File: src/include/vga_consts.svh
`ifndef VGA_CONSTS_SVH
`define VGA_CONSTS_SVH

// Field widths
`define VGA_CNT_W       11
`define VGA_COL_W       4
`define VGA_ADDR_W      4
`define VGA_DATA_W      16
`define VGA_ERR_CNT_W   16

// Default 640x480 horizontal timing in pixel clocks
`define VGA_DEF_H_ACT   640
`define VGA_DEF_H_FP    16
`define VGA_DEF_H_PW    96
`define VGA_DEF_H_BP    48

// Default 640x480 vertical timing in lines
`define VGA_DEF_V_ACT   480
`define VGA_DEF_V_FP    10
`define VGA_DEF_V_PW    2
`define VGA_DEF_V_BP    33

// Register map
`define VGA_REG_H_ACT   4'd0
`define VGA_REG_H_FP    4'd1
`define VGA_REG_H_PW    4'd2
`define VGA_REG_H_BP    4'd3
`define VGA_REG_V_ACT   4'd4
`define VGA_REG_V_FP    4'd5
`define VGA_REG_V_PW    4'd6
`define VGA_REG_V_BP    4'd7
`define VGA_REG_PATTERN 4'd8
`define VGA_REG_CTRL    4'd9

// Enable bit of the control register
`define VGA_CTRL_EN_BIT 0

`endif

File: src/design/vga_pkg.sv
`include "vga_consts.svh"

package vga_pkg;

   // One full timing set
   // Each line runs active, front porch, sync, back porch
   typedef struct packed {
      logic [`VGA_CNT_W-1:0] h_act;
      logic [`VGA_CNT_W-1:0] h_fp;
      logic [`VGA_CNT_W-1:0] h_pw;
      logic [`VGA_CNT_W-1:0] h_bp;
      logic [`VGA_CNT_W-1:0] v_act;
      logic [`VGA_CNT_W-1:0] v_fp;
      logic [`VGA_CNT_W-1:0] v_pw;
      logic [`VGA_CNT_W-1:0] v_bp;
   } timing_t;

   // Pixel colour, 4 bits per channel
   typedef struct packed {
      logic [`VGA_COL_W-1:0] r;
      logic [`VGA_COL_W-1:0] g;
      logic [`VGA_COL_W-1:0] b;
   } rgb_t;

   // Test pattern selection
   typedef enum logic [1:0] {
      pat_solid   = 2'd0,
      pat_bars    = 2'd1,
      pat_checker = 2'd2,
      pat_ramp    = 2'd3
   } pattern_e;

   // Sticky checker flags
   typedef struct packed {
      logic h_width;
      logic h_period;
      logic v_width;
      logic v_period;
      logic blank_colour;
   } sync_err_t;

endpackage

File: src/design/vga_cfg_regs.sv
`timescale 1ns/100ps
`include "vga_consts.svh"

module vga_cfg_regs (
   input  logic                   clk,
   input  logic                   arst_n,
   input  logic                   cfg_we,
   input  logic [`VGA_ADDR_W-1:0] cfg_addr,
   input  logic [`VGA_DATA_W-1:0] cfg_wdata,
   input  logic                   frame_start,
   output vga_pkg::timing_t       timing,
   output vga_pkg::pattern_e      pattern,
   output logic                   enable
);

   // 640x480 values loaded at reset
   localparam vga_pkg::timing_t def_timing = '{
      h_act: `VGA_CNT_W'(`VGA_DEF_H_ACT),
      h_fp:  `VGA_CNT_W'(`VGA_DEF_H_FP),
      h_pw:  `VGA_CNT_W'(`VGA_DEF_H_PW),
      h_bp:  `VGA_CNT_W'(`VGA_DEF_H_BP),
      v_act: `VGA_CNT_W'(`VGA_DEF_V_ACT),
      v_fp:  `VGA_CNT_W'(`VGA_DEF_V_FP),
      v_pw:  `VGA_CNT_W'(`VGA_DEF_V_PW),
      v_bp:  `VGA_CNT_W'(`VGA_DEF_V_BP)
   };

   vga_pkg::timing_t      staged;
   logic [`VGA_CNT_W-1:0] wr_field;

   // Timing fields use the low bits of the write word
   assign wr_field = cfg_wdata[`VGA_CNT_W-1:0];

   // Staged registers, written directly by the bus
   always_ff @(posedge clk or negedge arst_n) begin
      if (!arst_n) begin
         staged  <= def_timing;
         pattern <= vga_pkg::pat_solid;
         enable  <= 1'b0;
      end else if (cfg_we) begin
         case (cfg_addr)
            `VGA_REG_H_ACT:   staged.h_act <= wr_field;
            `VGA_REG_H_FP:    staged.h_fp  <= wr_field;
            `VGA_REG_H_PW:    staged.h_pw  <= wr_field;
            `VGA_REG_H_BP:    staged.h_bp  <= wr_field;
            `VGA_REG_V_ACT:   staged.v_act <= wr_field;
            `VGA_REG_V_FP:    staged.v_fp  <= wr_field;
            `VGA_REG_V_PW:    staged.v_pw  <= wr_field;
            `VGA_REG_V_BP:    staged.v_bp  <= wr_field;
            `VGA_REG_PATTERN: pattern <= vga_pkg::pattern_e'(cfg_wdata[1:0]);
            `VGA_REG_CTRL:    enable  <= cfg_wdata[`VGA_CTRL_EN_BIT];
            default: ;
         endcase
      end
   end

   // Shadow copy seen by the generator and the checker
   // Follows the staged set only at a frame boundary or while idle
   always_ff @(posedge clk or negedge arst_n) begin
      if (!arst_n) begin
         timing <= def_timing;
      end else if (frame_start || !enable) begin
         timing <= staged;
      end
   end

endmodule

File: src/design/vga_pattern_gen.sv
`timescale 1ns/100ps
`include "vga_consts.svh"

module vga_pattern_gen (
   input  logic                  clk,
   input  logic                  arst_n,
   input  vga_pkg::pattern_e     pattern,
   input  logic                  hsync_raw,
   input  logic                  vsync_raw,
   input  logic                  de,
   input  logic [`VGA_CNT_W-1:0] x,
   input  logic [`VGA_CNT_W-1:0] y,
   output logic [`VGA_COL_W-1:0] vga_r,
   output logic [`VGA_COL_W-1:0] vga_g,
   output logic [`VGA_COL_W-1:0] vga_b,
   output logic                  vga_hsync,
   output logic                  vga_vsync
);

   vga_pkg::rgb_t colour_next;
   vga_pkg::rgb_t colour_q;

   // Colour for the current pixel
   always_comb begin
      case (pattern)
         vga_pkg::pat_solid: colour_next = '1;
         // Three wide bars per channel bit
         vga_pkg::pat_bars: begin
            colour_next.r = {`VGA_COL_W{x[6]}};
            colour_next.g = {`VGA_COL_W{x[7]}};
            colour_next.b = {`VGA_COL_W{x[8]}};
         end
         // 8x8 squares
         vga_pkg::pat_checker: colour_next = (x[3] ^ y[3]) ? '1 : '0;
         vga_pkg::pat_ramp: begin
            colour_next.r = x[`VGA_COL_W-1:0];
            colour_next.g = x[`VGA_COL_W-1:0];
            colour_next.b = x[`VGA_COL_W-1:0];
         end
         default: colour_next = '0;
      endcase
   end

   // Output stage, colour and syncs move together
   always_ff @(posedge clk or negedge arst_n) begin
      if (!arst_n) begin
         colour_q  <= '0;
         vga_hsync <= 1'b1;
         vga_vsync <= 1'b1;
      end else begin
         // Black outside the visible window
         colour_q  <= de ? colour_next : '0;
         vga_hsync <= hsync_raw;
         vga_vsync <= vsync_raw;
      end
   end

   assign vga_r = colour_q.r;
   assign vga_g = colour_q.g;
   assign vga_b = colour_q.b;

endmodule

File: src/design/vga_sync_checker.sv
`timescale 1ns/100ps
`include "vga_consts.svh"

module vga_sync_checker (
   input  logic                      clk,
   input  logic                      arst_n,
   input  logic                      enable,
   input  vga_pkg::timing_t          timing,
   input  logic [`VGA_COL_W-1:0]     vga_r,
   input  logic [`VGA_COL_W-1:0]     vga_g,
   input  logic [`VGA_COL_W-1:0]     vga_b,
   input  logic                      vga_hsync,
   input  logic                      vga_vsync,
   output logic                      synchronized,
   output vga_pkg::sync_err_t        sync_err,
   output logic [`VGA_ERR_CNT_W-1:0] err_count
);

   logic prev_h;
   logic prev_v;
   logic h_fall;
   logic h_rise;
   logic v_fall;
   logic v_rise;

   // Position in clocks since the hsync fall, and in lines since the vsync fall
   logic [`VGA_CNT_W-1:0] h_cnt_q;
   logic [`VGA_CNT_W-1:0] h_pos;
   logic [`VGA_CNT_W-1:0] v_line_q;
   logic [`VGA_CNT_W-1:0] v_line;

   // Expected values, captured at the start of each line and frame
   logic [`VGA_CNT_W-1:0] exp_h_pw;
   logic [`VGA_CNT_W-1:0] exp_h_per;
   logic [`VGA_CNT_W-1:0] exp_h_start;
   logic [`VGA_CNT_W-1:0] exp_h_end;
   logic [`VGA_CNT_W-1:0] exp_v_pw;
   logic [`VGA_CNT_W-1:0] exp_v_per;
   logic [`VGA_CNT_W-1:0] exp_v_start;
   logic [`VGA_CNT_W-1:0] exp_v_end;

   logic                      in_active;
   vga_pkg::sync_err_t        new_err;
   logic [2:0]                num_new;
   logic [`VGA_ERR_CNT_W:0]   cnt_sum;

   assign h_fall = prev_h && !vga_hsync;
   assign h_rise = !prev_h && vga_hsync;
   assign v_fall = prev_v && !vga_vsync;
   assign v_rise = !prev_v && vga_vsync;

   // Position zero is the fall cycle itself
   assign h_pos  = h_fall ? '0 : h_cnt_q;
   assign v_line = v_fall ? '0 : (h_fall ? v_line_q + 1'b1 : v_line_q);

   always_ff @(posedge clk or negedge arst_n) begin
      if (!arst_n) begin
         prev_h   <= 1'b1;
         prev_v   <= 1'b1;
         h_cnt_q  <= '0;
         v_line_q <= '0;
      end else begin
         prev_h   <= vga_hsync;
         prev_v   <= vga_vsync;
         h_cnt_q  <= h_pos + 1'b1;
         v_line_q <= v_line;
      end
   end

   // Line values latched at hsync fall, frame values at vsync fall
   always_ff @(posedge clk) begin
      if (h_fall) begin
         exp_h_pw    <= timing.h_pw;
         exp_h_start <= timing.h_pw + timing.h_bp;
         exp_h_end   <= timing.h_pw + timing.h_bp + timing.h_act;
         exp_h_per   <= timing.h_pw + timing.h_bp + timing.h_act + timing.h_fp;
      end
      if (v_fall) begin
         exp_v_pw    <= timing.v_pw;
         exp_v_start <= timing.v_pw + timing.v_bp;
         exp_v_end   <= timing.v_pw + timing.v_bp + timing.v_act;
         exp_v_per   <= timing.v_pw + timing.v_bp + timing.v_act + timing.v_fp;
      end
   end

   // Own visible window, everything else is blanking
   assign in_active = (h_pos >= exp_h_start) && (h_pos < exp_h_end) &&
                      (v_line >= exp_v_start) && (v_line < exp_v_end);

   // Mismatches this cycle
   always_comb begin
      new_err.h_width      = synchronized && h_rise && (h_pos != exp_h_pw);
      new_err.h_period     = synchronized && h_fall && (h_cnt_q != exp_h_per);
      new_err.v_width      = synchronized && v_rise && (v_line != exp_v_pw);
      new_err.v_period     = synchronized && v_fall && (v_line_q + 1'b1 != exp_v_per);
      new_err.blank_colour = synchronized && !in_active && (|{vga_r, vga_g, vga_b});
   end

   // Several flags may fire in one cycle
   always_comb begin
      num_new = '0;
      for (int i = 0; i < $bits(new_err); i++) begin
         num_new = num_new + 3'(new_err[i]);
      end
      cnt_sum = {1'b0, err_count} + (`VGA_ERR_CNT_W+1)'(num_new);
   end

   // Lock on the first vsync fall after enable
   always_ff @(posedge clk or negedge arst_n) begin
      if (!arst_n) begin
         synchronized <= 1'b0;
         sync_err     <= '0;
         err_count    <= '0;
      end else begin
         if (!enable) begin
            synchronized <= 1'b0;
         end else if (v_fall) begin
            synchronized <= 1'b1;
         end
         sync_err <= sync_err | new_err;
         // Saturate instead of wrapping
         err_count <= cnt_sum[`VGA_ERR_CNT_W] ? '1 : cnt_sum[`VGA_ERR_CNT_W-1:0];
      end
   end

endmodule

File: src/design/vga_timing_gen.sv
`timescale 1ns/100ps
`include "vga_consts.svh"

module vga_timing_gen (
   input  logic                  clk,
   input  logic                  arst_n,
   input  logic                  enable,
   input  vga_pkg::timing_t      timing,
   output logic                  hsync_raw,
   output logic                  vsync_raw,
   output logic                  de,
   output logic                  frame_start,
   output logic [`VGA_CNT_W-1:0] x,
   output logic [`VGA_CNT_W-1:0] y
);

   logic                  run;
   logic [`VGA_CNT_W-1:0] h_cnt;
   logic [`VGA_CNT_W-1:0] v_cnt;

   // Running sums from the sync start of each line and frame
   logic [`VGA_CNT_W-1:0] h_act_start;
   logic [`VGA_CNT_W-1:0] h_act_end;
   logic [`VGA_CNT_W-1:0] h_total;
   logic [`VGA_CNT_W-1:0] v_act_start;
   logic [`VGA_CNT_W-1:0] v_act_end;
   logic [`VGA_CNT_W-1:0] v_total;

   logic h_last;
   logic v_last;
   logic h_vis;
   logic v_vis;

   // Counting starts at the sync pulse, then back porch, active, front porch
   assign h_act_start = timing.h_pw + timing.h_bp;
   assign h_act_end   = h_act_start + timing.h_act;
   assign h_total     = h_act_end + timing.h_fp;
   assign v_act_start = timing.v_pw + timing.v_bp;
   assign v_act_end   = v_act_start + timing.v_act;
   assign v_total     = v_act_end + timing.v_fp;

   assign h_last = (h_cnt == h_total - 1'b1);
   assign v_last = (v_cnt == v_total - 1'b1);

   // Pixel and line counters
   // run lags enable by one clock so the first pixel is (0,0)
   always_ff @(posedge clk or negedge arst_n) begin
      if (!arst_n) begin
         run   <= 1'b0;
         h_cnt <= '0;
         v_cnt <= '0;
      end else if (!enable) begin
         run   <= 1'b0;
         h_cnt <= '0;
         v_cnt <= '0;
      end else begin
         run <= 1'b1;
         if (run) begin
            if (h_last) begin
               h_cnt <= '0;
               // Frame wrap at the end of the last line
               if (v_last) begin
                  v_cnt <= '0;
               end else begin
                  v_cnt <= v_cnt + 1'b1;
               end
            end else begin
               h_cnt <= h_cnt + 1'b1;
            end
         end
      end
   end

   // Visible windows
   assign h_vis = (h_cnt >= h_act_start) && (h_cnt < h_act_end);
   assign v_vis = (v_cnt >= v_act_start) && (v_cnt < v_act_end);

   // Active-low syncs, held high while idle
   assign hsync_raw = !(run && (h_cnt < timing.h_pw));
   assign vsync_raw = !(run && (v_cnt < timing.v_pw));

   assign de          = run && h_vis && v_vis;
   assign frame_start = run && (h_cnt == '0) && (v_cnt == '0);

   // Coordinates relative to the first visible pixel
   assign x = h_cnt - h_act_start;
   assign y = v_cnt - v_act_start;

endmodule

File: src/design/vga_top.sv
`timescale 1ns/100ps
`include "vga_consts.svh"

module vga_top (
   input  logic                      clk,
   input  logic                      arst_n,
   input  logic                      cfg_we,
   input  logic [`VGA_ADDR_W-1:0]    cfg_addr,
   input  logic [`VGA_DATA_W-1:0]    cfg_wdata,
   output logic [`VGA_COL_W-1:0]     vga_r,
   output logic [`VGA_COL_W-1:0]     vga_g,
   output logic [`VGA_COL_W-1:0]     vga_b,
   output logic                      vga_hsync,
   output logic                      vga_vsync,
   output logic                      synchronized,
   output vga_pkg::sync_err_t        sync_err,
   output logic [`VGA_ERR_CNT_W-1:0] err_count
);

   // Configuration outputs
   vga_pkg::timing_t  timing;
   vga_pkg::pattern_e pattern;
   logic              enable;

   // Raw timing, one clock ahead of the pins
   logic                  frame_start;
   logic                  hsync_raw;
   logic                  vsync_raw;
   logic                  de;
   logic [`VGA_CNT_W-1:0] x;
   logic [`VGA_CNT_W-1:0] y;

   vga_cfg_regs u_cfg_regs (
      .clk         (clk),
      .arst_n      (arst_n),
      .cfg_we      (cfg_we),
      .cfg_addr    (cfg_addr),
      .cfg_wdata   (cfg_wdata),
      .frame_start (frame_start),
      .timing      (timing),
      .pattern     (pattern),
      .enable      (enable)
   );

   vga_timing_gen u_timing_gen (
      .clk         (clk),
      .arst_n      (arst_n),
      .enable      (enable),
      .timing      (timing),
      .hsync_raw   (hsync_raw),
      .vsync_raw   (vsync_raw),
      .de          (de),
      .frame_start (frame_start),
      .x           (x),
      .y           (y)
   );

   vga_pattern_gen u_pattern_gen (
      .clk       (clk),
      .arst_n    (arst_n),
      .pattern   (pattern),
      .hsync_raw (hsync_raw),
      .vsync_raw (vsync_raw),
      .de        (de),
      .x         (x),
      .y         (y),
      .vga_r     (vga_r),
      .vga_g     (vga_g),
      .vga_b     (vga_b),
      .vga_hsync (vga_hsync),
      .vga_vsync (vga_vsync)
   );

   // Checker taps the pins, not the raw timing
   vga_sync_checker u_sync_checker (
      .clk          (clk),
      .arst_n       (arst_n),
      .enable       (enable),
      .timing       (timing),
      .vga_r        (vga_r),
      .vga_g        (vga_g),
      .vga_b        (vga_b),
      .vga_hsync    (vga_hsync),
      .vga_vsync    (vga_vsync),
      .synchronized (synchronized),
      .sync_err     (sync_err),
      .err_count    (err_count)
   );

endmodule

File: config.mk
export PLATFORM = sky130hd
export DESIGN_NAME = vga_top
export DESIGN_NICKNAME = d
export VERILOG_FILES = /design/src/design/vga_pkg.sv /design/src/design/vga_cfg_regs.sv /design/src/design/vga_pattern_gen.sv /design/src/design/vga_sync_checker.sv /design/src/design/vga_timing_gen.sv /design/src/design/vga_top.sv
export VERILOG_INCLUDE_DIRS = /design/src /design/src/include
export SDC_FILE = /design/constraint.sdc
export NUM_CORES = 1
export LEC_CHECK = 0
export ABC_CLOCK_PERIOD_IN_PS = 11600
export BUFFER_PORTS_ARGS = -buffer_cell sky130_fd_sc_hd__buf_2
export CORE_MARGIN = 2
export CORE_UTILIZATION = 33
export DETAILED_ROUTE_END_ITERATION = 6
export PLACE_DENSITY_LB_ADDON = 0.2
export SETUP_SLACK_MARGIN = 0.5
export SYNTH_ARGS = -nofsm -noshare
export SYNTH_HDL_FRONTEND = slang
export SYNTH_SLANG_ARGS = --single-unit
File: constraint.sdc
create_clock -name clk -period 11.6 [get_ports clk]
set_input_delay 1.16 -clock clk [delete_from_list [all_inputs] [get_ports clk]]
set_output_delay 1.16 -clock clk [all_outputs]
set_load 0.02 [all_outputs]
# After elaboration in Yosys (flattened, before gate mapping)
# Index checks and enable logic that the tools add are counted.
# W data, S select, Z words.
# op_classes
add_sub_neg,19
magnitude_cmp,10
n_eq_ne,21
n_mux,17
n_bitwise,2
n_reduce_logical,50
# op_table
operator,n
$mux W11,10
$add A11 B11 Y11,6
$lt A11 B11 Y1,6
$pmux W12 S4,1
$add A11 B1 Y11 const B,4
$ge A11 B11 Y1,4
$ne A11 B11 Y1,4
$logic_and A1 B1 Y1,25
$mux W12,2
$eq A11 B11 Y1,2
$logic_not A11 Y1,2
$reduce_and A2 Y1,11
$sub A11 B1 Y11 const B,2
$add A16 B3 Y17,1
$eq A4 B3 Y1 const B,4
$mux W16,1
$reduce_or A12 Y1,1
$add A3 B1 Y3,3
$sub A9 B9 Y9,1
$eq A4 B2 Y1 const B,2
$eq A4 B4 Y1 const B,2
$logic_not A1 Y1,8
$ne A2 B1 Y1 const B,3
$or A5 B5 Y5,1
10 further kinds,13
# word_totals
register_bits,350

# Depth between registers and ports, before layout
# depth
ltp_word,16
mapped_depth,32

# Cells and area by module
# A second synthesis with hierarchy kept.
# unflattened
hier_cells,2150
area_unflattened_um2,23038.3
# modules_own_cells
module,instances,cells_each,area_per_inst_um2,seq_area_each_um2
vga_sync_checker,1,893,9341.5,3796.1
vga_cfg_regs,1,394,6814.0,4519.3
vga_timing_gen,1,815,6341.1,575.6
vga_pattern_gen,1,48,541.8,352.8

# Worst setup path after synthesis
# OpenSTA, ideal clock, no wires.
# synth_timing
kind,reg-to-reg
startpoint,register u_sync_checker.prev_h
endpoint,register u_sync_checker.err_count[1]
setup_time_ns,0.068
arrival_ns,7.307
required_ns,11.532
path_slack_ns,4.225
path_stages_with_launch,33
n_path_buf,3
period_less_slack_ns,7.375
path_cell_list,dfstp_2 > nand2b_1 > clkbuf_1 > inv_1 > clkbuf_1 > nand2_1 > a21oi_1 > ha_1 > nor2b_1 > o21a_1 > o21a_1 > o21ai_0 > a22oi_1 > o21a_1 > o21ai_0 > a211oi_1 > a41oi_1 > ha_1 > inv_1 > fa_1 > inv_1 > ha_1 > fa_1 > inv_1 > fa_1 > nor2b_1 > o2111a_1 > nand3_1 > nor2_1 > and3_1 > nand3_1 > clkbuf_1 > nand2_1
# synth_between
elab_chain_len,15
elab_cells_between_ends,29
# synth_lines
item,line,rtl
start: declaration,vga_sync_checker.sv:19,logic prev_h;
start signal: assignment,vga_sync_checker.sv:63,prev_h <= vga_hsync;
$logic_and A1 B1 Y1 (*),vga_sync_checker.sv:47,assign h_fall = prev_h && !vga_hsync;
via u_sync_checker.h_fall,vga_sync_checker.sv:21,logic h_fall;
$mux W11 (*) (2 in a row),vga_sync_checker.sv:54,assign v_line = v_fall ? '0 : (h_fall ? v_line_q + 1'b1 : v_line_q);
via u_sync_checker.v_line[1],vga_sync_checker.sv:30,logic [`VGA_CNT_W-1:0] v_line;
$ge A11 B11 Y1,vga_sync_checker.sv:88,(v_line >= exp_v_start) && (v_line < exp_v_end);
$logic_and A1 B1 Y1,vga_sync_checker.sv:87,assign in_active = (h_pos >= exp_h_start) && (h_pos < exp_h_end) &&
$logic_and A1 B1 Y1,vga_sync_checker.sv:88,
$logic_not A1 Y1,vga_sync_checker.sv:96,"new_err.blank_colour = synchronized && !in_active && (|{vga_r, vga_g, vga_b});"
$logic_and A1 B1 Y1 (2 in a row),vga_sync_checker.sv:96,
$add A1 B1 Y2,vga_sync_checker.sv:103,num_new = num_new + 3'(new_err[i]);
$add A3 B1 Y3 (*) (3 in a row),vga_sync_checker.sv:103,
$add A16 B3 Y17 (*),vga_sync_checker.sv:105,"cnt_sum = {1'b0, err_count} + (`VGA_ERR_CNT_W+1)'(num_new);"
$mux W16 (*),vga_sync_checker.sv:122,err_count <= cnt_sum[`VGA_ERR_CNT_W] ? '1 : cnt_sum[`VGA_ERR_CNT_W-1:0];
end signal: assignment,vga_sync_checker.sv:122,
end: declaration,vga_sync_checker.sv:16,output logic [`VGA_ERR_CNT_W-1:0] err_count
# The timed path passes the listed nets; every way through them passes the cells marked *.
# A chain may end at the register's enable or synchronous reset.

# Final worst setup path
# layout_timing
startpoint,register u_sync_checker.prev_h
endpoint,register u_sync_checker.err_count[13]
# layout_between
elab_chain_len,15
elab_cells_between_ends,29
# layout_lines
item,line
$logic_and A1 B1 Y1 (*),vga_sync_checker.sv:47
$mux W11 (*) (2 in a row),vga_sync_checker.sv:54
via u_sync_checker.v_line[2],vga_sync_checker.sv:30
$ge A11 B11 Y1,vga_sync_checker.sv:88
$logic_and A1 B1 Y1,vga_sync_checker.sv:87
$logic_and A1 B1 Y1,vga_sync_checker.sv:88
$logic_not A1 Y1,vga_sync_checker.sv:96
$logic_and A1 B1 Y1 (2 in a row),vga_sync_checker.sv:96
$add A1 B1 Y2,vga_sync_checker.sv:103
$add A3 B1 Y3 (*) (3 in a row),vga_sync_checker.sv:103
$add A16 B3 Y17 (*),vga_sync_checker.sv:105
$mux W16 (*),vga_sync_checker.sv:122
# Marked as above.

==> flow_summary.yaml <==
die:
  die_area_mm2: 0.06287
  io_pins: 59
  core-area_mm2: 0.06025
  rows: 90
  die_h_um: 250.7
  die_w_um: 250.7
  initial_core_util_pct: 33.35
sta:
  rsz0062_at_grt: "false"
  tns_ns: 0
  fin_crit_sh_pct: 62.10
  fin_skew_ns: 0.03079
  fmax_mhz: 138.8
  maxSlewViolCount: 0
  final.min_clock_period_ns: 7.203
  finalSetupViolCount: 0
  worst_slew_pin_slew_ns: 1.219
  final-hold-violation-count: 0
  slew_headroom_pct: 18.43
min_path:
  worstHoldPathType: "flop to flop"
  min_from: "u_pattern_gen.vga_vsync$_DFF_PN1_"
place:
  dp_hpwl_um: 37770
  port_buffers: 53
  routabilityCongestion: 0.8159
yosys:
  synth_top_area_cell: "dfrtp_1"
  netlist.area_leader.share_pct: 28.15
  ys_warn_count: 0
  ys_ff_latch: 350
  synth_nets: 2002
  async_flop_share_pct: 74.86
  netlist_instances: 1794
  ys.flop_type: "dfrtp_1"
  yosysSeqAreaShare_pct: 46.01
  postSynthAreaPerCell_um2: 11.20
  synth-edff-count: 88
  ys_types: 87
  synth.top_cells.by_area: "dfrtp_1 28%, edfxtp_1 13%, ha_1 11%"
  syn_area_mm2: 0.02009
drt:
  dr.pass1.iters: 7
  viasPerCell: 4.994
  routed-wl-met3_um: 1904
  wl_met2_um: 21060
  drtIter0Drc: 883
  drcViolationCount: 0
  drt-total-wl_um: 49970
  post_drt_wl_per_cell_um: 18.73
  ant_nets: 0
  met1_length_um: 25890
  top_layer_used: "met4"
  num_vias: 13320
clock_network:
  hold_buffers: 0
  cts_tree: "built"
  ctsHtreeMaxLevel: 2
  cts.path.max_buffers: 3
  postCtsSetupBuffers: 0
  cts_resized: 0
  cts_root_buf: "clkbuf_16"
  clk_latency_ns: 0.57
  numCtsBuffers: 41
  clk_pin_slew_ns: 0.06
  cts.sinks: 350
global_route:
  grt_pass1_wl_um: 78320
  track_usage_pct: 16.09
  antenna_found_initial: 0
  grt_max_degree: 129
  grt_pass1_vias: 13510
  grt.overflow.total: 0
finish:
  fill_cells: 5815
  area_delta_synth_final_pct: 12.74
  mostFrequentLayoutCells: "226 x dfrtp_1, 175 x ha_1, 171 x inv_1"
  fin_nets: 2063
  drive_gt1_share_pct: 18.98
  final_common_cell: "dfrtp_1"
  n_antenna_cell: 0
  top_regs: "u_cfg_regs.staged (88), u_cfg_regs.timing (88), u_sync_checker.err_count (16)"
status:
  outcome: "complete, no violations"
worst_setup_path:
  crit_fanout: 55
  required_ns: 12.07
  slowest_stage: "buf_4"
  reg2reg_from: "u_sync_checker.prev_h$_DFF_PN1_"
  cpPeakStageDelay_ns: 0.54
  crit_arrival_ns: 7.68
  cp-startpoint: "u_sync_checker.prev_h$_DFF_PN1_"
  crit_type: "flop to flop"
  startpoint_type: "flop"
  crit_path_end_kind: "flop"
flow_run:
  max_cap_violations: 0
## layout make-up
cell class | instances | area, um2 | area share (%)
multi-input combinational | 1228 | 10050 | 44.37
sequential | 350 | 9244 | 40.81
clock buffer | 55 | 1161 | 5.126
tap | 782 | 978.4 | 4.319
inverter | 173 | 649.4 | 2.867
timing repair buffer | 61 | 335.3 | 1.480
clock inverter | 19 | 232.7 | 1.027
## worst max-delay path, delay by kind of cell, from the launching register on
kind	cells	cell delay, ns
flops	1	0.52
simple gates	8	1.70
compound gates	10	1.89
fa+ha+maj	6	2.11
xor+xnor	1	0.17
buf+inv	5	0.74
## synthesized netlist by cell type (42+ instances only)
| library cell | instances |
|---|---|
| edfxtp_1 | 88 |
| o21ai_0 | 76 |
| a21oi_1 | 68 |
| xor2_1 | 77 |
| inv_1 | 172 |
| nor2_1 | 63 |
| xnor2_1 | 86 |
| mux2_2 | 156 |
| ha_1 | 175 |
| dfrtp_1 | 226 |
| nand3_1 | 45 |
| nand2_1 | 99 |
| a21o_1 | 42 |
## path summary, 6_finish.rpt
check | endpoint | slack, ns | cells past startpoint
setup / recovery | u_sync_checker.err_count[13]$_DFF_PN0_ | 4.40 | 30
hold / removal | u_sync_checker.prev_v$_DFF_PN1_ | 0.40 | 0
setup reg to reg | u_sync_checker.err_count[13]$_DFF_PN0_ | 4.40 | 30
hold reg to reg | u_sync_checker.prev_v$_DFF_PN1_ | 0.40 | 0
max in group asynchronous | u_cfg_regs.staged[22]$_DFFE_PN0P_ | 8.48 | 3
min in group asynchronous | u_cfg_regs.timing[44]$_DFFE_PN0P_ | 0.71 | 1
## through the flow
step                      hold WS (ns)  worst slack, ns  area, um2  utilization (%)  instances
after floorplan                 0.3721            4.225      20090                -       1794
after global placement          0.3746            4.350      21260            35.29       2594
after detailed placement        0.3836            4.297      21260            35.29       2594
after CTS                       0.3974            4.298      22650            37.60       2668
after global routing            0.4021            3.761      22650            37.60       2668
final                           0.3966            4.397      22650            37.60       2668
## metal layers
| layer | vias up | global-route usage, % |
|---|---|---|
| met5 | - | 0 |
| met4 | 0 | 4.671 |
| met3 | 64 | 2.413 |
| met2 | 201 | 24.20 |
| met1 | 6528 | 23.89 |
| li1 | 6530 | - |
## cell families after synthesis
| family | count (synthesis) | share of synthesized area [%] |
|---|---|---|
| and+or+nand+nor | 399 | 10.51 |
| DFF | 350 | 46.01 |
| AOI/OAI and AO/OA | 315 | 10.72 |
| buffers and inverters | 216 | 4.085 |
| adders and majority gates | 185 | 11.89 |
| xor gates and xnor gates | 171 | 7.934 |
| muxes | 158 | 8.843 |
Power is left out: the tool's default activity adds up to more than one toggle a clock period on the data nets, which glitch-free logic cannot reach.
